==> config.mk <==
export PLATFORM = sky130hd
export DESIGN_NAME = wb_pixel_port
export DESIGN_NICKNAME = d
export VERILOG_FILES = /design/src/verilog/color_pkg.sv /design/src/verilog/wb_pixel_port.sv
export SDC_FILE = /design/constraint.sdc
export NUM_CORES = 1
export LEC_CHECK = 0
export BUFFER_PORTS_ARGS = -buffer_cell sky130_fd_sc_hd__buf_2
export CORE_ASPECT_RATIO = 1.1
export CORE_MARGIN = 2
export CORE_UTILIZATION = 25
export CTS_BUF_LIST = sky130_fd_sc_hd__clkbuf_4 sky130_fd_sc_hd__clkbuf_8 sky130_fd_sc_hd__clkbuf_16
export CTS_CLUSTER_SIZE = 40
export DETAILED_ROUTE_END_ITERATION = 6
export SKIP_CTS_REPAIR_TIMING = 1
export SYNTH_ARGS = -nofsm -noshare
export SYNTH_HDL_FRONTEND = slang
export SYNTH_SLANG_ARGS = --single-unit
==> constraint.sdc <==
create_clock -name clk_write -period 3.01 [get_ports clk_write]
set_clock_uncertainty 0.05 [all_clocks]
set_input_delay 0.1505 -clock clk_write [delete_from_list [all_inputs] [get_ports clk_write]]
set_output_delay 0.1505 -clock clk_write [all_outputs]
set_load 0.01 [all_outputs]
==> src/verilog/color_pkg.sv <==
`default_nettype none

package color_pkg;

    // Raster timing, clk_read cycles per line and lines per frame
    localparam int H_ACTIVE     = 160;
    localparam int H_SYNC_START = 168;
    localparam int H_SYNC_END   = 184;
    localparam int H_TOTAL      = 200;

    localparam int V_ACTIVE     = 120;
    localparam int V_SYNC_START = 122;
    localparam int V_SYNC_END   = 124;
    localparam int V_TOTAL      = 130;

    // Wishbone port
    localparam int WB_ADDR_BITS = 16;     // Word address
    localparam int WB_DATA_BITS = 32;
    localparam int WB_CTRL_BIT  = 15;     // 1 selects control/status

    typedef logic [11:0] color12_t;       // {red, green, blue}, 4 bits each
    typedef logic [7:0]  fb_x_t;
    typedef logic [6:0]  fb_y_t;
    typedef logic [7:0]  h_count_t;
    typedef logic [7:0]  v_count_t;

    typedef enum logic {FB_A, FB_B} fb_select_t;

    typedef enum logic [1:0] {
        SWAP_IDLE,
        SWAP_ARMED,       // Waiting for the picture to leave blanking
        SWAP_WAIT_BLANK,  // Waiting for blanking to begin
        SWAP_PULSE
    } swap_state_t;

    typedef struct packed {
        fb_x_t x;
        fb_y_t y;
        logic  active;
        logic  hsync;
        logic  vsync;
        logic  vblank;
    } raster_t;

    typedef struct packed {
        color12_t color;
        logic     active;
        logic     hsync;
        logic     vsync;
    } video_t;

    typedef struct packed {
        fb_x_t    x;
        fb_y_t    y;
        color12_t color;
    } pixel_write_t;

endpackage

`default_nettype wire

==> src/verilog/wb_pixel_port.sv <==
`default_nettype none
`timescale 1ns/1ps

module wb_pixel_port (
    input  wire logic                                clk_write,
    input  wire logic                                rst,
    input  wire logic                                wb_cyc,
    input  wire logic                                wb_stb,
    input  wire logic                                wb_we,
    input  wire logic [color_pkg::WB_ADDR_BITS-1:0]  wb_adr,
    input  wire logic [color_pkg::WB_DATA_BITS-1:0]  wb_dat_w,
    output logic      [color_pkg::WB_DATA_BITS-1:0]  wb_dat_r,
    output logic                                     wb_ack,
    input  wire logic                                swap_busy,
    input  wire color_pkg::fb_select_t               back_buffer,
    output color_pkg::pixel_write_t                  pixel,
    output logic                                     pixel_we,
    output logic                                     swap_request
);

    logic                               ctrl_sel;
    logic                               pixel_wr;
    logic                               accept;
    logic [color_pkg::WB_DATA_BITS-1:0] status_word;

    assign ctrl_sel = wb_adr[color_pkg::WB_CTRL_BIT];
    assign pixel_wr = wb_we && !ctrl_sel;

    // New access, held off only for a pixel write during a pending swap
    assign accept = wb_cyc && wb_stb && !wb_ack && !(pixel_wr && swap_busy);

    always_comb begin
        status_word    = '0;
        status_word[0] = swap_busy;
        status_word[1] = (back_buffer == color_pkg::FB_B);
    end

    always_ff @(posedge clk_write or posedge rst) begin
        if (rst) begin
            wb_ack       <= 1'b0;
            pixel_we     <= 1'b0;
            swap_request <= 1'b0;
        end else begin
            wb_ack       <= accept;
            pixel_we     <= accept && pixel_wr;  // Same cycle as ack
            swap_request <= accept && wb_we && ctrl_sel && wb_dat_w[0];
        end
    end

    always_ff @(posedge clk_write) begin
        if (accept && pixel_wr) begin
            pixel.x     <= wb_adr[7:0];
            pixel.y     <= wb_adr[14:8];
            pixel.color <= wb_dat_w[11:0];
        end
        if (accept) begin
            wb_dat_r <= (ctrl_sel && !wb_we) ? status_word : '0;  // Memory not readable
        end
    end

endmodule

`default_nettype wire

# Word level (Yosys, flattened, before mapping)

Cells that the tools add are included.

Div/mod/pow operators: 0
Multiply operators: 0
$add $sub $neg: 0
Order comparisons: 0
Mux-type cells: 0
Bitwise gates (word level): 0
Shift-type cells: 0
Reductions and logical operators: 14
Eq/ne operators: 0

Operator list:

| operator          | number |
|---|---|
| 1-bit logical AND | 10 |
| 1-bit zero test   | 4 |

ROM bits: 0
Word-level logic and storage cells: 22
Input bits: 55
Memory bits (writable): 0
Output and inout bits: 62
Register bits after elaboration: 62
Bits in latches: 0
Memories: 0

# Depth between registers and ports, before layout

Gate-level depths: netlist of the first run.

Depth after elaboration: 8
Depth in mapped cells: 2

# Least setup slack after synthesis of the first run

No wires, ideal clock.

Kind: reg2reg
Start point: reg wb_ack
End point: reg pixel[0] (netlist bit) (enable)
Arrival time: 2176 ps
Required time: 2530 ps
Cell stages (with the launch flop): 3
Setup slack: 354 ps
Path buffers: 0
Cell sequence: dfrtp_1 -> nand3b_4 -> nor4b_2

Longest elaborated chain between the ends: 4

RTL lines:

| element                        | RTL line            | RTL |
|---|---|---|
| start: declaration             | wb_pixel_port.sv:13 | `output logic wb_ack,` |
| start signal: assignment       | wb_pixel_port.sv:44 | `wb_ack <= accept;` |
| 1-bit zero test                | wb_pixel_port.sv:30 | `assign accept = wb_cyc && wb_stb && !wb_ack && !(pixel_wr && swap_busy);` |
| 1-bit logical AND (2 in a row) | wb_pixel_port.sv:30 |  |
| 1-bit logical AND              | wb_pixel_port.sv:51 | `if (accept && pixel_wr) begin` |
| end: declaration               | wb_pixel_port.sv:16 | `output color_pkg::pixel_write_t pixel,` |

No other way between the ends.
A chain may end at the register's enable or synchronous reset.

# Worst setup path in the final report of the first run

Start point: reg wb_ack
End point: reg pixel[23] (netlist bit) (enable)

Same word-level chain as after synthesis.

==> impl_results.md, run 1 <==
- Synth cell types: 11
- GP Congestion: 0.6950
- Residual DRC: 0
- Mux cell area share after synthesis: 0%
- Yosys top cell area share: 69.81%
- Total Power: 894.7 uW
- Status: completed
- Largest net degree at the start of global routing: 29
- Leakage: 0.0008458 uW
- # fillers: 447
- Hold path start: wb_dat_w[6]
- Worst Path Buf+Inv: 1
- Flip-flop and latch area: 945.9 um2
- Clk slew on worst S/H paths: 0.06 ns
- Vias in the first global route: 648
- Max cap viols: 0
- Io pins: 117
- Clk pwr share: 35.7%
- Min-Delay Path Class: in2reg
- CTS max path bufs: 2
- Pins Over Slew Limit: 0
- Finished Cell Area: 0.001847 mm2
- Synthesized instance count: 72
- Pre-Repair DR Iteration Count: 2
- Critical Path Start: wb_ack
- Global route overflow: 0
- CTS Buf Count: 5
- Die height: 78.09 um
- Complex-gate fraction of the synthesized area: 0.5015%
- Drt initial violations: 54
- Avg Cell Area, Syn: 17.33 um2
- DIE WIDTH: 71.35 um
- CP arrival: 1.40 ns
- YS warnings: 0
- Simple-gate share of the synthesized area: 4.714%
- CP max FO: 28
- Main combinational cell family by area after synthesis: buffers and inverters
- Final Setup Violations: 0
- Sequential area share after synthesis: 75.83%
- Req. time, crit path: 2.90 ns
- Final WL: 2511 um
- P&R area growth vs syn: 48.04%
- Synth area leader: edfxtp_1
- Period utilization: 50.35%
- Overall die area: 0.005571 mm2
- Post-DP HPWL: 1691 um
- NetSw: 182.2 uW
- Max incr delay on CP: 0.37 ns
- Initial antenna violation count: 0
- Sequential power share: 55.1%
- Total core area: 0.004717 mm2
- #FFs+latches synth: 32
- Combinational power share: 9.2%
- Pint: 712.5 uW
- Final #Nets: 221
- R2R Path Start: wb_ack
- Critical path's top delay family: simple AND/OR/NAND/NOR gates
- Mapped cell area: 0.001247 mm2
- Most frequent cells in the layout: buf_2 (66), conb_1 (30), edfxtp_1 (29), dlygate4sd3_1 (21), clkbuf_8 (5)
- Proportion of layout cells with a drive suffix above 1: 46.11%
- Post-DR vias/cell: 3.610
- CP Capture Type: flip-flop
- Post-synthesis adder-cell area fraction: 0%
- TritonCTS Sinks: 32
- Tmin final: 1.515 ns
- Startpoint Class: flip-flop
- First-pass GRT wire length: 3236 um
- Setup TNS: 0 ns
- Final hold violations: 0
- Setup ws final: 1.495 ns
- H-tree depth: 2
- Maximum vdd ir drop: 0.1507 mV
- Antenna cells: 0
- Post-synthesis xor/xnor area fraction: 0%
- DP Area: 0.001548 mm2
- P per Cell Area: 484.5 mW/mm2
- Remaining antenna violation count after routing: 0
- CP max stage cell: dfrtp_1
- Area of the multi-input gates: 186.4 um2
- Gr usage total: 7.836%
- Top post-synthesis cells by area: edfxtp_1 (70%), buf_4 (18%), dfrtp_1 (6.0%)
- Unrepaired setup endpoints after global routing: false
- WS Path Type: reg2reg
- Post-Place Worst Slack: 1.486 ns
- Row count: 26
- Root Buffer: clkbuf_8
- Commonest non-fill, non-tap cell in the layout: buf_2
- Initial Util: 26.45%
- Wirelength per Cell: 11.26 um
- CTS tree: done
- Fmax: 0.6599 GHz
- Port Buffers: 66
- DR vias: 805
- Crit path cell chain: nand3b_4 > nor4b_4 > buf_4
- Switching Share: 20.37%
- Skew-Pair Late Insertion Delay: 0.27 ns
-- stage by stage --
step | hold slack, ns | std cells | util [%]
detailed placement | -0.02446 | 194 | 32.81
global placement | -0.02948 | 194 | 32.81
CTS | -0.3239 | 202 | 34.70
finish | 0.01118 | 223 | 39.15
floorplan | -0.1459 | 101 | -
global route | 0.0002059 | 223 | 39.15
-- area by class of cell --
cell class	instances	share of cell area (%)
sequential	32	51.22
timing repair buffer	88	29.67
multi-input combinational	37	10.09
clock buffer	7	4.539
tap	56	3.794
inverter	2	0.4065
clock inverter	1	0.2710
-- power by group through the flow --
stage	clock [uW]	sequential (uW)	combinational (uW)
2_1_floorplan	0	506	52.4
3_3_place_gp	0	502	58.7
3_5_place_dp	0	503	59.5
4_1_cts	337	493	59.7
5_1_grt	356	493	90.0
6_report	319	493	82.0
-- layer usage --
metal	vias up	part of all wire [%]	track usage, %	wire (um)
met3	0	12	4.621	306
met1	356	37	8.656	932
li1	379	-	-	-
met5	-	0	0	0
met2	70	51	12.13	1272
met4	0	0	3.396	0
-- logic make-up after synthesis --
| logic type | count (synthesis) |
|---|---|
| compound gates | 1 |
| buf+inv | 32 |
| flops | 32 |
| other cells | 1 |
| simple gates | 6 |
-- path summary, 6_finish.rpt --
check | endpoint | cells after the start | slack, ns
setup / recovery | pixel[23] | 3 | 1.49
hold / removal | pixel[6] | 1 | 0.01
setup reg to reg | pixel[23] | 3 | 1.49
hold reg to reg | swap_request | 2 | 0.52
max in group asynchronous | pixel_we | 3 | 2.51
min in group asynchronous | wb_ack | 3 | 0.27
-- synthesized netlist by cell type (all sizes together) --
cell	n
conb	1
buf	30
nor3b	2
nor4b	1
nand3	1
inv	2
dfrtp	3
a31oi	1
nand3b	1
nor2	1
edfxtp	29
-- registers in the layout, summed over array words and instances (netlist names) --
name,cells
pixel,27
wb_ack,1
wb_dat_r,2
pixel_we,1
swap_request,1
-- worst reg2reg max path, delay by kind of cell, from the launching register on --
kind / cells / cell delay [ns]
and+or+nand+nor: 2 / 0.39
DFF: 1 / 0.37
buffers and inverters: 1 / 0.36
Note: power is estimated with default switching activity, not from simulation.
==> run 2: changes to the inputs <==
Clock period 3.01 ns to 1.4 ns, I/O delays scaled along.
==> run 2 against run 1 <==
Maximum frequency rose by 6.3%. The run now ends with setup timing left. Combinational power is 140% higher. Final area is 6.4% higher. Hold slack improved by 0.0086 ns. Die area unchanged. Wire length shrank 1.6%. Sequential power is 120% higher.
==> impl_results.md, run 2 (synthesized netlist as in run 1, its figures left out) <==
- Status: finished with violations
- Failing checks: setup timing
- CTS Buf Count: 5 (unchanged)
- Most frequent cells in the layout: buf_2 (66), conb_1 (30), edfxtp_1 (29), dlygate4sd3_1 (28), clkbuf_8 (5)
- Post-DR vias/cell: 3.623 (+0.37%)
- DR vias: 837 (+4.0%)
- Largest registers: pixel x27, wb_dat_r x2
- Commonest non-fill, non-tap cell in the layout: buf_2
- Max cap viols: 0 (unchanged)
- Total Power: 2113 uW (+140%)
- Die height: 78.09 um (unchanged)
- Leakage: 0.0008922 uW (+5.5%)
- Crit path cell chain: nand3b_4 > nor4b_4 > buf_12
- Hold-critical path depth: 3 (+2)
- Capturing point of the worst reg2reg path: pixel[9]
- Unrepaired setup endpoints after global routing: true
- CTS max path bufs: 2 (unchanged)
- Vias in the first global route: 639 (-1.4%)
- Pins Over Slew Limit: 0 (unchanged)
- Io pins: 117 (unchanged)
- CTS tree: done
- Initial antenna violation count: 0 (unchanged)
- Tmin final: 1.426 ns (-0.08954 ns)
- Post-DP HPWL: 1676 um (-0.89%)
- First-pass GRT wire length: 3042 um (-6.0%)
- R2R Path Start: wb_ack
- Largest Register: pixel
- Hold path start: wb_we
- Root Buffer: clkbuf_8
- Overall die area: 0.005571 mm2 (unchanged)
- Antenna cells: 0 (unchanged)
- Final core occ: 41.67% (+2.5 points)
- Final Setup Violations: 27 (+27)
- Setup ws final: -0.02594 ns (-1.520 ns)
- Port Buffers: 66 (unchanged)
- DIE WIDTH: 71.35 um (unchanged)
- Maximum vdd ir drop: 0.4907 mV (+230%)
- CP arrival: 1.36 ns (-0.04 ns)
- GP Congestion: 0.7176 (+3.3%)
- WS Path Type: reg2reg
- Hold Worst Slack: 0.01979 ns (+0.008606 ns)
- Drt initial violations: 29 (-46%)
- Global route overflow: 0 (unchanged)
- Proportion of layout cells with a drive suffix above 1: 45.14% (-0.96 points)
- R2R Setup Slk: -0.03 ns (-1.52 ns)
- Largest net degree at the start of global routing: 29 (unchanged)
- CP max FO: 28 (unchanged)
- Initial Util: 26.45% (unchanged)
- Max incr delay on CP: 0.39 ns (+0.02 ns)
- Worst Path Buf+Inv: 1 (unchanged)
- Clk slew on worst S/H paths: 0.06 ns (about the same)
- CP Capture Type: flip-flop
- Final #Nets: 229 (+3.6%)
- Req. time, crit path: 1.33 ns (-1.57 ns)
- TritonCTS Sinks: 32 (unchanged)
- H-tree depth: 2 (unchanged)
- Skew-Pair Late Insertion Delay: 0.27 ns (about the same)
- Fmax: 0.7013 GHz (+6.3%)
- Total core area: 0.004717 mm2 (unchanged)
- Wirelength per Cell: 10.70 um (-5.0%)
- Largest register FFs: 27 (unchanged)
- Pre-Repair DR Iteration Count: 4 (+2)
- Gr usage total: 7.282% (-0.55 points)
- Final hold violations: 0 (unchanged)
- Startpoint Class: flip-flop
- Worst Hold Path EP: swap_request
- P per Cell Area: 1075 mW/mm2 (+120%)
- Critical path's top delay family: simple AND/OR/NAND/NOR gates
- Remaining antenna violation count after routing: 0 (unchanged)
- P&R area growth vs syn: 57.57%
- Min-Delay Path Class: in2reg
- Final WL: 2471 um (-1.6%)
- Residual DRC: 0 (unchanged)
- Row count: 26 (unchanged)
- R2R cell count: 3 (unchanged)
- Period utilization: 101.9% (+52 points)
- CP max stage cell: dfrtp_1
run 2: cell types whose count changed in the layout (fill, tap and decap cells not counted):
cell	previous run	this run
dlygate4sd3_1	21	28
a31oi_1	1	0
a31oi_2	0	1
buf_12	0	1
bufinv_16	0	1
clkbuf_4	2	1
run 2: final cells by class:
type,count,area (um2)
repair buffers,96,638.1
multi-input cells,37,192.7
well taps,56,70.07
clock buffers,6,76.32
inverters,2,7.507
clock inverters,2,35.03
flip-flops and latches,32,945.9
fillers,433,2751
run 2: how the worst max path moves through the flow:
| stage | startpoint | end | slack [ns] | depth (start not counted) |
|---|---|---|---|---|
| after detailed placement | wb_ack | pixel[17] | -0.03 | 3 |
| after global placement | wb_ack | pixel[16] | -0.02 | 3 |
| after CTS | wb_ack | pixel[21] | -0.04 | 3 |
| after floorplan | wb_ack | pixel[0] | -0.62 | 2 |
| final | wb_ack | pixel[9] | -0.03 | 3 |
| after global routing | wb_ack | pixel[19] | -0.06 | 3 |
run 2: worst register-to-register path, cell delays in order (launching register included):
cell      delay (ns)
dfrtp_1         0.39
nand3b_4        0.17
nor4b_4         0.28
buf_12          0.23
run 2: stage by stage:
stage	setup WS (ns)	setup TNS [ns]	instance area (um2)	cells
final	-0.02594	-0.6338	1966	231
after global routing	-0.06283	-1.614	1966	231
after CTS	-0.03729	-0.9549	1679	203
after detailed placement	-0.02676	-0.7036	1568	195
after global placement	-0.01550	-0.3899	1568	195
after floorplan	-0.6245	-17.32	1365	101
run 2: per-layer routing:
metal  vias to the layer above  track usage, %  wire length [um]
met5                         -               0                 0
met4                         0           2.830                29
met3                         3           4.236               353
met2                        73           12.69              1204
met1                       368           6.965               884
li1                        393               -                 -
run 2: report_power, final:
| group | switching [uW] | internal, uW |
|---|---|---|
| sequential | 3.29 | 1060 |
| combinational | 91.4 | 104 |
| clock | 311 | 547 |
| total | 405 | 1710 |
