`config.mk`:
```
export PLATFORM = sky130hd
export DESIGN_NAME = video_output
export DESIGN_NICKNAME = d
export VERILOG_FILES = /design/src/verilog/color_pkg.sv /design/src/verilog/video_output.sv
export SDC_FILE = /design/constraint.sdc
export NUM_CORES = 1
export LEC_CHECK = 0
export ABC_AREA = 1
export BUFFER_PORTS_ARGS = -buffer_cell sky130_fd_sc_hd__buf_2
export CORE_MARGIN = 5
export CORE_UTILIZATION = 38
export DETAILED_ROUTE_END_ITERATION = 16
export GPL_ROUTABILITY_DRIVEN = 0
export PLACE_DENSITY = 0.8
export RECOVER_POWER = 100
export SYNTH_ARGS = -nofsm -noshare
export SYNTH_HDL_FRONTEND = slang
export SYNTH_SLANG_ARGS = --single-unit
```
`constraint.sdc`:
```
create_clock -name clk_read -period 2 [get_ports clk_read]
set_clock_uncertainty 0.15 [all_clocks]
set_input_delay 0.2 -clock clk_read [delete_from_list [all_inputs] [get_ports clk_read]]
set_output_delay 0.2 -clock clk_read [all_outputs]
set_load 0.005 [all_outputs]
```
`src/verilog/color_pkg.sv`:
```
`default_nettype none

package color_pkg;

    // Raster timing, clk_read cycles per line and lines per frame
    localparam int H_ACTIVE     = 160;
    localparam int H_SYNC_START = 168;
    localparam int H_SYNC_END   = 184;
    localparam int H_TOTAL      = 200;

    localparam int V_ACTIVE     = 120;
    localparam int V_SYNC_START = 122;
    localparam int V_SYNC_END   = 124;
    localparam int V_TOTAL      = 130;

    // Wishbone port
    localparam int WB_ADDR_BITS = 16;     // Word address
    localparam int WB_DATA_BITS = 32;
    localparam int WB_CTRL_BIT  = 15;     // 1 selects control/status

    typedef logic [11:0] color12_t;       // {red, green, blue}, 4 bits each
    typedef logic [7:0]  fb_x_t;
    typedef logic [6:0]  fb_y_t;
    typedef logic [7:0]  h_count_t;
    typedef logic [7:0]  v_count_t;

    typedef enum logic {FB_A, FB_B} fb_select_t;

    typedef enum logic [1:0] {
        SWAP_IDLE,
        SWAP_ARMED,       // Waiting for the picture to leave blanking
        SWAP_WAIT_BLANK,  // Waiting for blanking to begin
        SWAP_PULSE
    } swap_state_t;

    typedef struct packed {
        fb_x_t x;
        fb_y_t y;
        logic  active;
        logic  hsync;
        logic  vsync;
        logic  vblank;
    } raster_t;

    typedef struct packed {
        color12_t color;
        logic     active;
        logic     hsync;
        logic     vsync;
    } video_t;

    typedef struct packed {
        fb_x_t    x;
        fb_y_t    y;
        color12_t color;
    } pixel_write_t;

endpackage

`default_nettype wire

```
`src/verilog/video_output.sv`:
```
`default_nettype none
`timescale 1ns/1ps

module video_output (
    input  wire logic                clk_read,
    input  wire logic                rst,
    input  wire color_pkg::raster_t  raster,
    input  wire color_pkg::color12_t pixel_color,   // One cycle behind raster
    output color_pkg::video_t        video
);

    logic active_d;
    logic hsync_d;
    logic vsync_d;

    // Match the framebuffer read latency
    always_ff @(posedge clk_read or posedge rst) begin
        if (rst) begin
            active_d <= 1'b0;
            hsync_d  <= 1'b0;
            vsync_d  <= 1'b0;
        end else begin
            active_d <= raster.active;
            hsync_d  <= raster.hsync;
            vsync_d  <= raster.vsync;
        end
    end

    always_ff @(posedge clk_read or posedge rst) begin
        if (rst) begin
            video <= '0;
        end else begin
            video.color  <= active_d ? pixel_color : '0;   // Black outside the picture
            video.active <= active_d;
            video.hsync  <= hsync_d;
            video.vsync  <= vsync_d;
        end
    end

endmodule

`default_nettype wire

```
Word level (Yosys, flattened, before mapping)
Cells that the tools add are included.
{"block": "op_classes", "mux": 1}
{"operator": "$mux 12", "n": 1}
{"block": "word_totals", "ff_bits": 18, "inputBits": 33, "output_inout_bits": 15}

Logic depth before layout (Yosys ltp)
Gate-level depths: netlist of run 1.
{"block": "depth", "ltp_word": 1, "depth_mapped": 3}

Worst setup path before layout of run 1
No wires, ideal clock.
{"block": "synth_timing", "path_kind": "register to register", "start": "register active_d", "end": "register video[10] (netlist name)", "setup_ns": 0.113, "arrival_ns": 0.598, "path_slack_ns": 1.139, "stages_incl_launch_ff": 4, "synth_period_minus_slack_ns": 0.861, "cell_sequence": "dfrtp_1 buf_6 nand2_1 inv_1"}
{"block": "synth_between", "elab_chain_cells": 1}
{"item": "start, declared", "line_no": "video_output.sv:12", "source": "logic active_d;"}
{"item": "start signal, assigned", "line_no": "video_output.sv:23", "source": "active_d <= raster.active;"}
{"item": "$mux 12", "line_no": "video_output.sv:33", "source": "video.color <= active_d ? pixel_color : '0;"}
{"item": "end, declared", "line_no": "video_output.sv:9", "source": "output color_pkg::video_t video"}
No other way between the ends.

Final worst setup path of run 1
{"block": "layout_timing", "start": "register video[8] (netlist name)", "end": "output port video[8] (netlist name)"}
No word-level cell between the ends.

==> impl_metrics.csv, run 1 <==
group,metric,value,unit
yosys,synth_nets,77,
die,fp.dieW,48.2,µm
yosys,postSynthAreaPerCell,12.6,µm²
die,core-area,1330,µm²
routing,viasPerCell,4.02,
routing,antenna_left,0,
placed_design,io_buffers,31,
setup_path,worstPathMaxFanout,1,
cts,clkSinkCount,18,
cts,clk_latency,280,ps
yosys,synthesis.area,556,µm²
cts,cts-buffers-inserted,3,
cts,clock_path_buffers,2,
global_routing,grt_pass1_vias,438,
yosys,yosys_warnings,0,
yosys,yosys.cell_count.top_type,"dfrtp_1",
die,ioPinCount,48,
yosys,synth_cell_types,4,
yosys,synthTopCellsByArea,"dfrtp_1 (81%), inv_1 (8.8%), nand2_1 (8.1%)",
yosys,async_flop_share,100,%
pwr,clkPwrFrac,31.5,%
timing,maxSlewHeadroom,57.6,%
yosys,yosysTopAreaCell,"dfrtp_1",
final_layout,multi_input_area,45.0,µm²
pwr,power.switching,0.137,mW
die,num_rows,13,
timing,drv_slew,0,
timing,hold_viol,0,
pwr,p_sw_share,20.4,%
die,dieArea,2330,µm²
pwr,pwr-share-seq,57.9,%
routing,vias,438,
timing,rsz0062_at_grt,"no",
yosys,synth_top_area_share,81.1,%
routing,drtIter0Drc,2,
cts,post_cts_buffers,0,
yosys,synth_edf_count,0,
cts,clkTransAtPathRegs,100,ps
cts,htreeDepth,1,
setup_path,path_cells,"buf_2",
final_layout,syn_to_final_growth,62.8,%
final_layout,seq_area,450,µm²
setup_path,startpoint_type,"flop",
global_routing,grt_usage,11.4,%
setup_path,crit_buf_inv,1,
final_layout,drive_gt1_share,28.7,%
yosys,synth-seq-cells,18,
pwr,p_int,0.535,mW
timing,fin_crit_sh,56.7,%
global_routing,grt_first_pass_wirelength,1.78,mm
yosys,ys_seq_area_share,81.1,%
cts,cts_tree,"built",
routing,drc,0,
setup_path,r2r_setup_slack,1060,ps
timing,whs,214,ps
placed_design,hpwl,817,µm
routing,wl,1.16,mm
pwr,finalPower,0.673,mW
setup_path,critPathKind,"reg2out",
setup_path,cp_data_required_time,1650,ps
final_layout,final_nets,128,
global_routing,grt-ovfl-total,0,
global_routing,grt_max_degree,19,
global_routing,antenna_found_initial,0,
pwr,p_leak,0.542,nW
timing,min_period,1130,ps
flow_run,drv_cap,0,
setup_path,endpoint_kind,"output pin",
yosys,synth-main-ff-cell,"dfrtp_1",
min_path,hold_class,"reg2reg",
pwr,comb_power_share,10.6,%
die,die_h,48.2,µm
yosys,syn_inst,44,
timing,final.setup.tns,0,ps
final_layout,antenna_cells,0,
final_layout,fillers,109,
timing,finalSetupViolations,0,
setup_path,critPathTopFamily,"flip-flops",
routing,dr.pass1.iters,2,
timing,tightest_slew,635,ps
cts,cts_root_buf,"clkbuf_4",
timing,fmax,0.882,GHz
yosys,yosys-top-cells-count,"dfrtp_1 (18), inv_1 (13), nand2_1 (12)",
setup_path,critPathMaxStageDelay,380,ps
die,initial_utilization,41.7,%
routing,wire_per_inst,10.7,µm
pwr,ir_drop,0.366,mV
pwr,power.density,744,nW/µm²
setup_path,arrival,780,ps
run_status,outcome,"completed",
setup_path,worst_path_max_delay_cell,"dfrtp_1",
power groups by stage:
stage / Combinational [mW] / Sequential, mW / Clock, mW
2_1_floorplan: 0.0178 / 0.397 / 0
3_3_place_gp: 0.0484 / 0.396 / 0
3_5_place_dp: 0.0503 / 0.397 / 0
4_1_cts: 0.0743 / 0.389 / 0.218
5_1_grt: 0.0816 / 0.392 / 0.226
6_report: 0.0711 / 0.389 / 0.212
flip-flops by register name, summed over array words and instances, names as in the netlist:
register  flops
active_d      1
hsync_d       1
video        15
vsync_d       1
logic make-up after synthesis:
logic type	synth area share (%)
AND/OR/NAND/NOR	8.11
flip-flops	81.1
buffers and inverters	10.8
layer usage:
layer  wire [µm]  GRT usage, %
met3         156          2.58
met4           0          4.84
met5           0             0
met2         624          22.1
met1         383          11.2
placed cells by master (no fill, tap or decap):
| cell | n |
|---|---|
| dfrtp_1 | 18 |
| inv_1 | 13 |
| clkbuf_4 | 3 |
| buf_2 | 23 |
| clkbuf_8 | 1 |
| clkbuf_1 | 7 |
| dlygate4sd3_1 | 16 |
| buf_1 | 1 |
| nand2_1 | 12 |
final timing paths:
| kind | from | to | depth (start not counted) |
|---|---|---|---|
| hold / removal | hsync_d | video[1] | 0 |
| hold reg to reg | hsync_d | video[1] | 0 |
| max in group asynchronous | rst | video[4] | 3 |
| setup / recovery | video[8] | video[8] | 1 |
| setup reg to reg | active_d | video[5] | 2 |
| min in group asynchronous | rst | video[3] | 3 |
area by class of cell:
cell class,count,area share (%)
Clock buffer,4,4.01
Inverter,13,5.39
Multi-Input combinational cell,12,4.98
Sequential cell,18,49.8
Tap cell,15,2.07
Timing Repair Buffer,47,33.7
per-stage QoR:
| step | instances | utilization [%] | cell area, µm² | worst slack, ps |
|---|---|---|---|---|
| 3_5_place_dp | 89 | 53.8 | 718 | 1060 |
| 5_1_grt | 109 | 67.8 | 905 | 711 |
| 4_1_cts | 109 | 68.6 | 915 | 855 |
| 6_report | 109 | 67.8 | 905 | 866 |
| 3_3_place_gp | 89 | 53.8 | 718 | 1080 |
| 2_1_floorplan | 44 | - | 556 | 1140 |
repair_timing:
action | CTS | global route
endpoints found under the hold margin | 33 | 0
hold buffers | 16 | 0
gates resized for setup | 0 | 0
Note: power is estimated with default switching activity, not from simulation.
==> run 2, diff against run 1 <==
Settings changed: ABC_AREA 1 to 0, CORE_UTILIZATION 38 to 31, PLACE_DENSITY 0.8 to 0.7.
Clock period 2 ns to 1 ns, I/O delays scaled along.
==> impl_metrics.csv, run 2 <==
group,metric,value,unit
run_status,outcome,"complete, but fails checks",
run_status,violations,"negative setup slack",
setup_path,worstPathMaxFanout,1,
placed_design,place_area,733,µm²
yosys,synthesis.area,551,µm²
timing,drv_slew,0,
final_layout,fillers,145,
pwr,p_leak,0.490,nW
cts,htreeDepth,1,
final_layout,final_cells,108,
die,num_rows,15,
cts,clock_path_buffers,2,
cts,cts-buffers-inserted,3,
setup_path,r2r_setup_slack,70,ps
timing,fin_crit_sh,104,%
setup_path,arrival,790,ps
final_layout,drive_gt1_share,54.2,%
pwr,finalPower,1.34,mW
routing,wire_per_inst,10.2,µm
pwr,ir_drop,0.497,mV
setup_path,startpoint_type,"flop",
placed_design,hpwl,750,µm
final_layout,antenna_cells,0,
final_layout,final_area,928,µm²
routing,vias,404,
yosys,yosysTopAreaCell,"dfrtp_1",
cts,clk_latency,270,ps
placed_design,io_buffers,31,
setup_path,path_cells,"buf_2",
setup_path,endpoint_kind,"output pin",
min_path,hold_class,"reg2reg",
final_layout,multi_input_area,85.1,µm²
final_layout,mostFrequentLayoutCell,"buf_2",
final_layout,syn_to_final_growth,68.6,%
setup_path,cp_data_required_time,750,ps
timing,maxSlewHeadroom,72.5,%
routing,drtIter0Drc,0,
die,fp.dieW,52.1,µm
min_path,worstHoldStart,"vsync_d",
global_routing,grt-ovfl-total,0,
placed_design,place_inst,88,
setup_path,reg2reg_from,"active_d",
routing,viasPerCell,3.74,
yosys,ys_seq_area_share,81.8,%
die,die_h,52.1,µm
global_routing,grt_usage,8.65,%
timing,min_period,1040,ps
yosys,syn_inst,32,
setup_path,timing.rr.end,"video[4]",
die,core-area,1710,µm²
setup_path,worstSetupPathDepth,1,
die,initial_utilization,32.2,%
pwr,power.density,1440,nW/µm²
global_routing,antenna_found_initial,0,
cts,cts_tree,"built",
global_routing,grt_pass1_vias,418,
routing,antenna_left,0,
setup_path,worst_path_max_delay_cell,"dfrtp_1",
yosys,yosys.cell_count.top_type,"dfrtp_1",
die,dieArea,2720,µm²
yosys,synthTopCellsByArea,"dfrtp_1 (82%), and2_2 (11%), and2_1 (4.5%)",
yosys,synth_top_area_share,81.8,%
setup_path,critPathKind,"reg2out",
yosys,postSynthAreaPerCell,17.2,µm²
setup_path,crit_buf_inv,1,
yosys,synth-seq-cells,18,
setup_path,critPathMaxStageDelay,380,ps
yosys,synth-main-ff-cell,"dfrtp_1",
setup_path,critPathTopFamily,"flip-flops",
timing,fmax,0.965,GHz
routing,wl,1.10,mm
timing,tightest_slew,412,ps
timing,rsz0062_at_grt,"yes",
timing,hold_viol,0,
final_layout,layout_common_cells,"buf_2 (31), dfrtp_1 (17), dlygate4sd3_1 (16), and2_2 (8), and2_1 (4)",
cts,cts_root_buf,"clkbuf_4",
yosys,yosys-top-cells-count,"dfrtp_1 (18), and2_2 (8), and2_1 (4)",
timing,finalSetupViolations,15,
yosys,synth_nets,65,
final_layout,seq_area,452,µm²
final_layout,largest-register,"video",
flow_run,drv_cap,0,
yosys,yosys_warnings,0,
cts,clkSinkCount,18,
yosys,async_flop_share,100,%
final_layout,final_nets,117,
min_path,whs_path_depth,0,
global_routing,grt_max_degree,19,
yosys,synth_cell_types,5,
final_layout,largest_reg_flops,15,
cts,clkTransAtPathRegs,90,ps
setup_path,reg2regPathDepth,1,
global_routing,grt_first_pass_wirelength,1.70,mm
die,ioPinCount,48,
routing,dr.pass1.iters,1,
timing,final.setup.worst_slack,-36.0,ps
routing,drc,0,
min_path,min_to,"video[0]",
yosys,synth_edf_count,0,
[run 2: cell count changes in the layout (fill, tap and decap cells not counted), sizes merged]
cell    previous run  this run
nand2             12         0
and2               0        12
buf               24        31
clkbuf            11         5
inv               13         1
[run 2: final cells by class]
class	instances	area share [%]
tap	25	3.37
sequential	18	48.7
timing repair buffer	48	34.5
multi-input combinational	12	9.16
inverter	1	0.404
clock buffer	4	3.91
[run 2: layer usage]
metal  wire (µm)  GRT usage [%]  vias up
met5           0              0        -
met4           0           3.83        0
met3         122           1.72        0
met2         564           17.2       20
met1         411           8.36      188
li1            -              -      196
[run 2: power by group]
group / switching, mW / internal (mW) / total [mW]
clock network: 0.194 / 0.221 / 0.415
logic: 0.0488 / 0.0989 / 0.148
registers: 0.0129 / 0.764 / 0.777
total: 0.256 / 1.08 / 1.34
[run 2: how the worst max path moves through the flow]
stage / start / end / slack (ps)
final: video[2] / video[2] / -40
after floorplan: active_d / video[3] / 80
after detailed placement: active_d / video[4] / 30
after global routing: video[2] / video[2] / -80
after CTS: video[2] / video[2] / -50
after global placement: active_d / video[6] / 40
[run 2: cells by family after synthesis]
logic type,count (synthesis),synth area share [%]
AND/OR/NAND/NOR,12,15.5
flip-flops,18,81.8
buffers and inverters,2,2.73
[run 2: repair_timing]
item,in CTS,in global routing
setup endpoints to repair,15,24
hold buffers,16,0
gates resized for setup,0,1
buffers inserted,0,0
hold endpoints to repair,33,0
cloned,0,0
[run 2: through the flow]
| stage | setup WS [ps] | hold slack, ps | utilization [%] | TNS [ps] |
|---|---|---|---|---|
| final | -36.0 | 206 | 54.4 | -212 |
| after global routing | -81.9 | 213 | 54.4 | -833 |
| after CTS | -49.2 | 210 | 54.4 | -362 |
| after detailed placement | 27.4 | -33.8 | 42.9 | 0 |
| after global placement | 42.7 | -33.5 | 42.9 | 0 |
| after floorplan | 75.4 | -111 | - | 0 |
==> run 3, diff against run 2 <==
Settings changed: CTS_BUF_LIST set to sky130_fd_sc_hd__clkbuf_16, RECOVER_POWER 100 to not set.
==> impl_metrics.csv, run 3 (synthesis gave the netlist of run 2 again) <==
group,metric,value,unit
pwr,p_leak,0.509,nW
setup_path,worst_path_max_delay_cell,"dfrtp_1",
timing,min_period,988,ps
final_layout,final_nets,117,
setup_path,r2r_setup_slack,80,ps
timing,drv_slew,0,
setup_path,reg2reg_from,"active_d",
die,core-area,1710,µm²
pwr,finalPower,1.70,mW
setup_path,endpoint,"video[2]",
cts,post_cts_buffers,0,
setup_path,arrival,740,ps
global_routing,grt_pass1_vias,408,
routing,wire_per_inst,10.8,µm
setup_path,timing.rr.end,"video[7]",
cts,cts_tree,"built",
routing,viasPerCell,3.75,
pwr,pwr-share-seq,45.8,%
routing,wl,1.16,mm
setup_path,cp_data_required_time,750,ps
cts,clkSinkCount,18,
global_routing,grt-ovfl-total,0,
global_routing,grt_first_pass_wirelength,1.77,mm
die,die_h,52.1,µm
placed_design,hpwl,750,µm
setup_path,startpoint_type,"flop",
global_routing,grt_usage,9.31,%
pwr,clkPwrFrac,45.3,%
final_layout,largest_reg_flops,15,
final_layout,syn_to_final_growth,76.8,%
die,dieArea,2720,µm²
routing,dr.pass1.iters,2,
setup_path,crit_buf_inv,1,
timing,maxSlewHeadroom,85.6,%
final_layout,drive_gt1_share,53.0,%
run_status,outcome,"completed",
flow_run,drv_cap,0,
cts,clock_path_buffers,2,
timing,hold_viol,0,
setup_path,critPathMaxStageDelay,370,ps
timing,fmax,1.01,GHz
die,fp.dieW,52.1,µm
setup_path,critPathKind,"reg2out",
placed_design,io_buffers,31,
cts,htreeDepth,1,
cts,cts_root_buf,"clkbuf_16",
timing,fin_crit_sh,98.8,%
setup_path,endpoint_kind,"output pin",
pwr,power.density,1750,nW/µm²
setup_path,critical_path.startpoint,"video[2]",
setup_path,worstPathMaxFanout,1,
setup_path,path_cells,"buf_2",
setup_path,worstSetupPathDepth,1,
timing,whs,196,ps
final_layout,largest-register,"video",
routing,drtIter0Drc,1,
pwr,p_int,1.40,mW
die,ioPinCount,48,
final_layout,layout_common_cells,"buf_2 (31), dfrtp_1 (17), dlygate4sd3_1 (16), and2_2 (8), and2_1 (4)",
die,initial_utilization,32.2,%
cts,clk_latency,240,ps
routing,antenna_left,0,
setup_path,critPathTopFamily,"flip-flops",
placed_design,place_area,733,µm²
global_routing,antenna_found_initial,0,
cts,cts-buffers-inserted,3,
timing,finalSetupViolations,0,
routing,vias,405,
final_layout,antenna_cells,0,
pwr,p_sw_share,17.9,%
final_layout,mostFrequentLayoutCell,"buf_2",
timing,rsz0062_at_grt,"yes",
cts,clkTransAtPathRegs,50,ps
die,num_rows,15,
final_layout,final_area,973,µm²
pwr,power.switching,0.304,mW
setup_path,reg2regPathDepth,1,
pwr,comb_power_share,8.8,%
global_routing,grt_max_degree,19,
min_path,hold_class,"reg2reg",
routing,drc,0,
pwr,ir_drop,0.750,mV
final_layout,final_util,57.0,%
timing,tightest_slew,215,ps
-- run 3: power by group through the flow --
stage / clock network, mW / registers (mW) / logic, mW
floorplan: 0 / 0.793 / 0.0364
global placement: 0 / 0.790 / 0.100
detailed placement: 0 / 0.792 / 0.104
CTS: 0.790 / 0.779 / 0.152
global route: 0.829 / 0.783 / 0.166
finish: 0.771 / 0.780 / 0.150
-- run 3: layout make-up --
| type | instances | area [µm²] |
|---|---|---|
| flip-flops and latches | 18 | 452 |
| multi-input cells | 12 | 85.1 |
| clock buffers | 3 | 75.1 |
| fillers | 136 | 734 |
| inverters | 1 | 3.75 |
| repair buffers | 48 | 323 |
| clock inverters | 1 | 3.75 |
| well taps | 25 | 31.3 |
-- run 3: worst min-delay path by stage --
stage | slack, ps | startpoint | depth (start not counted) | to
final | 200 | vsync_d | 0 | video[0]
after global routing | 200 | vsync_d | 0 | video[0]
after CTS | 200 | vsync_d | 0 | video[0]
after detailed placement | -30 | rst | 3 | video[0]
after global placement | -30 | rst | 3 | video[9]
after floorplan | -110 | rst | 1 | active_d
-- run 3: repair_timing --
item,4_1_cts,5_1_grt
hold endpoints to repair,33,0
endpoints found under the setup margin,0,11
hold buffers,16,0
gates resized for setup,0,1
-- run 3: metrics by stage --
stage | setup WS (ps) | instances | TNS (ps)
global route | -14.0 | 108 | -17.3
floorplan | 75.4 | 32 | 0
finish | 11.8 | 108 | 0
CTS | 3.23 | 108 | 0
global placement | 42.7 | 88 | 0
detailed placement | 27.4 | 88 | 0
-- run 3: metal layers --
layer	GRT usage (%)	vias up	share of wire [%]
met1	9.64	184	37
met2	16.7	23	51
li1	-	196	-
met3	3.44	2	11
met5	0	-	0
met4	3.83	0	1.2
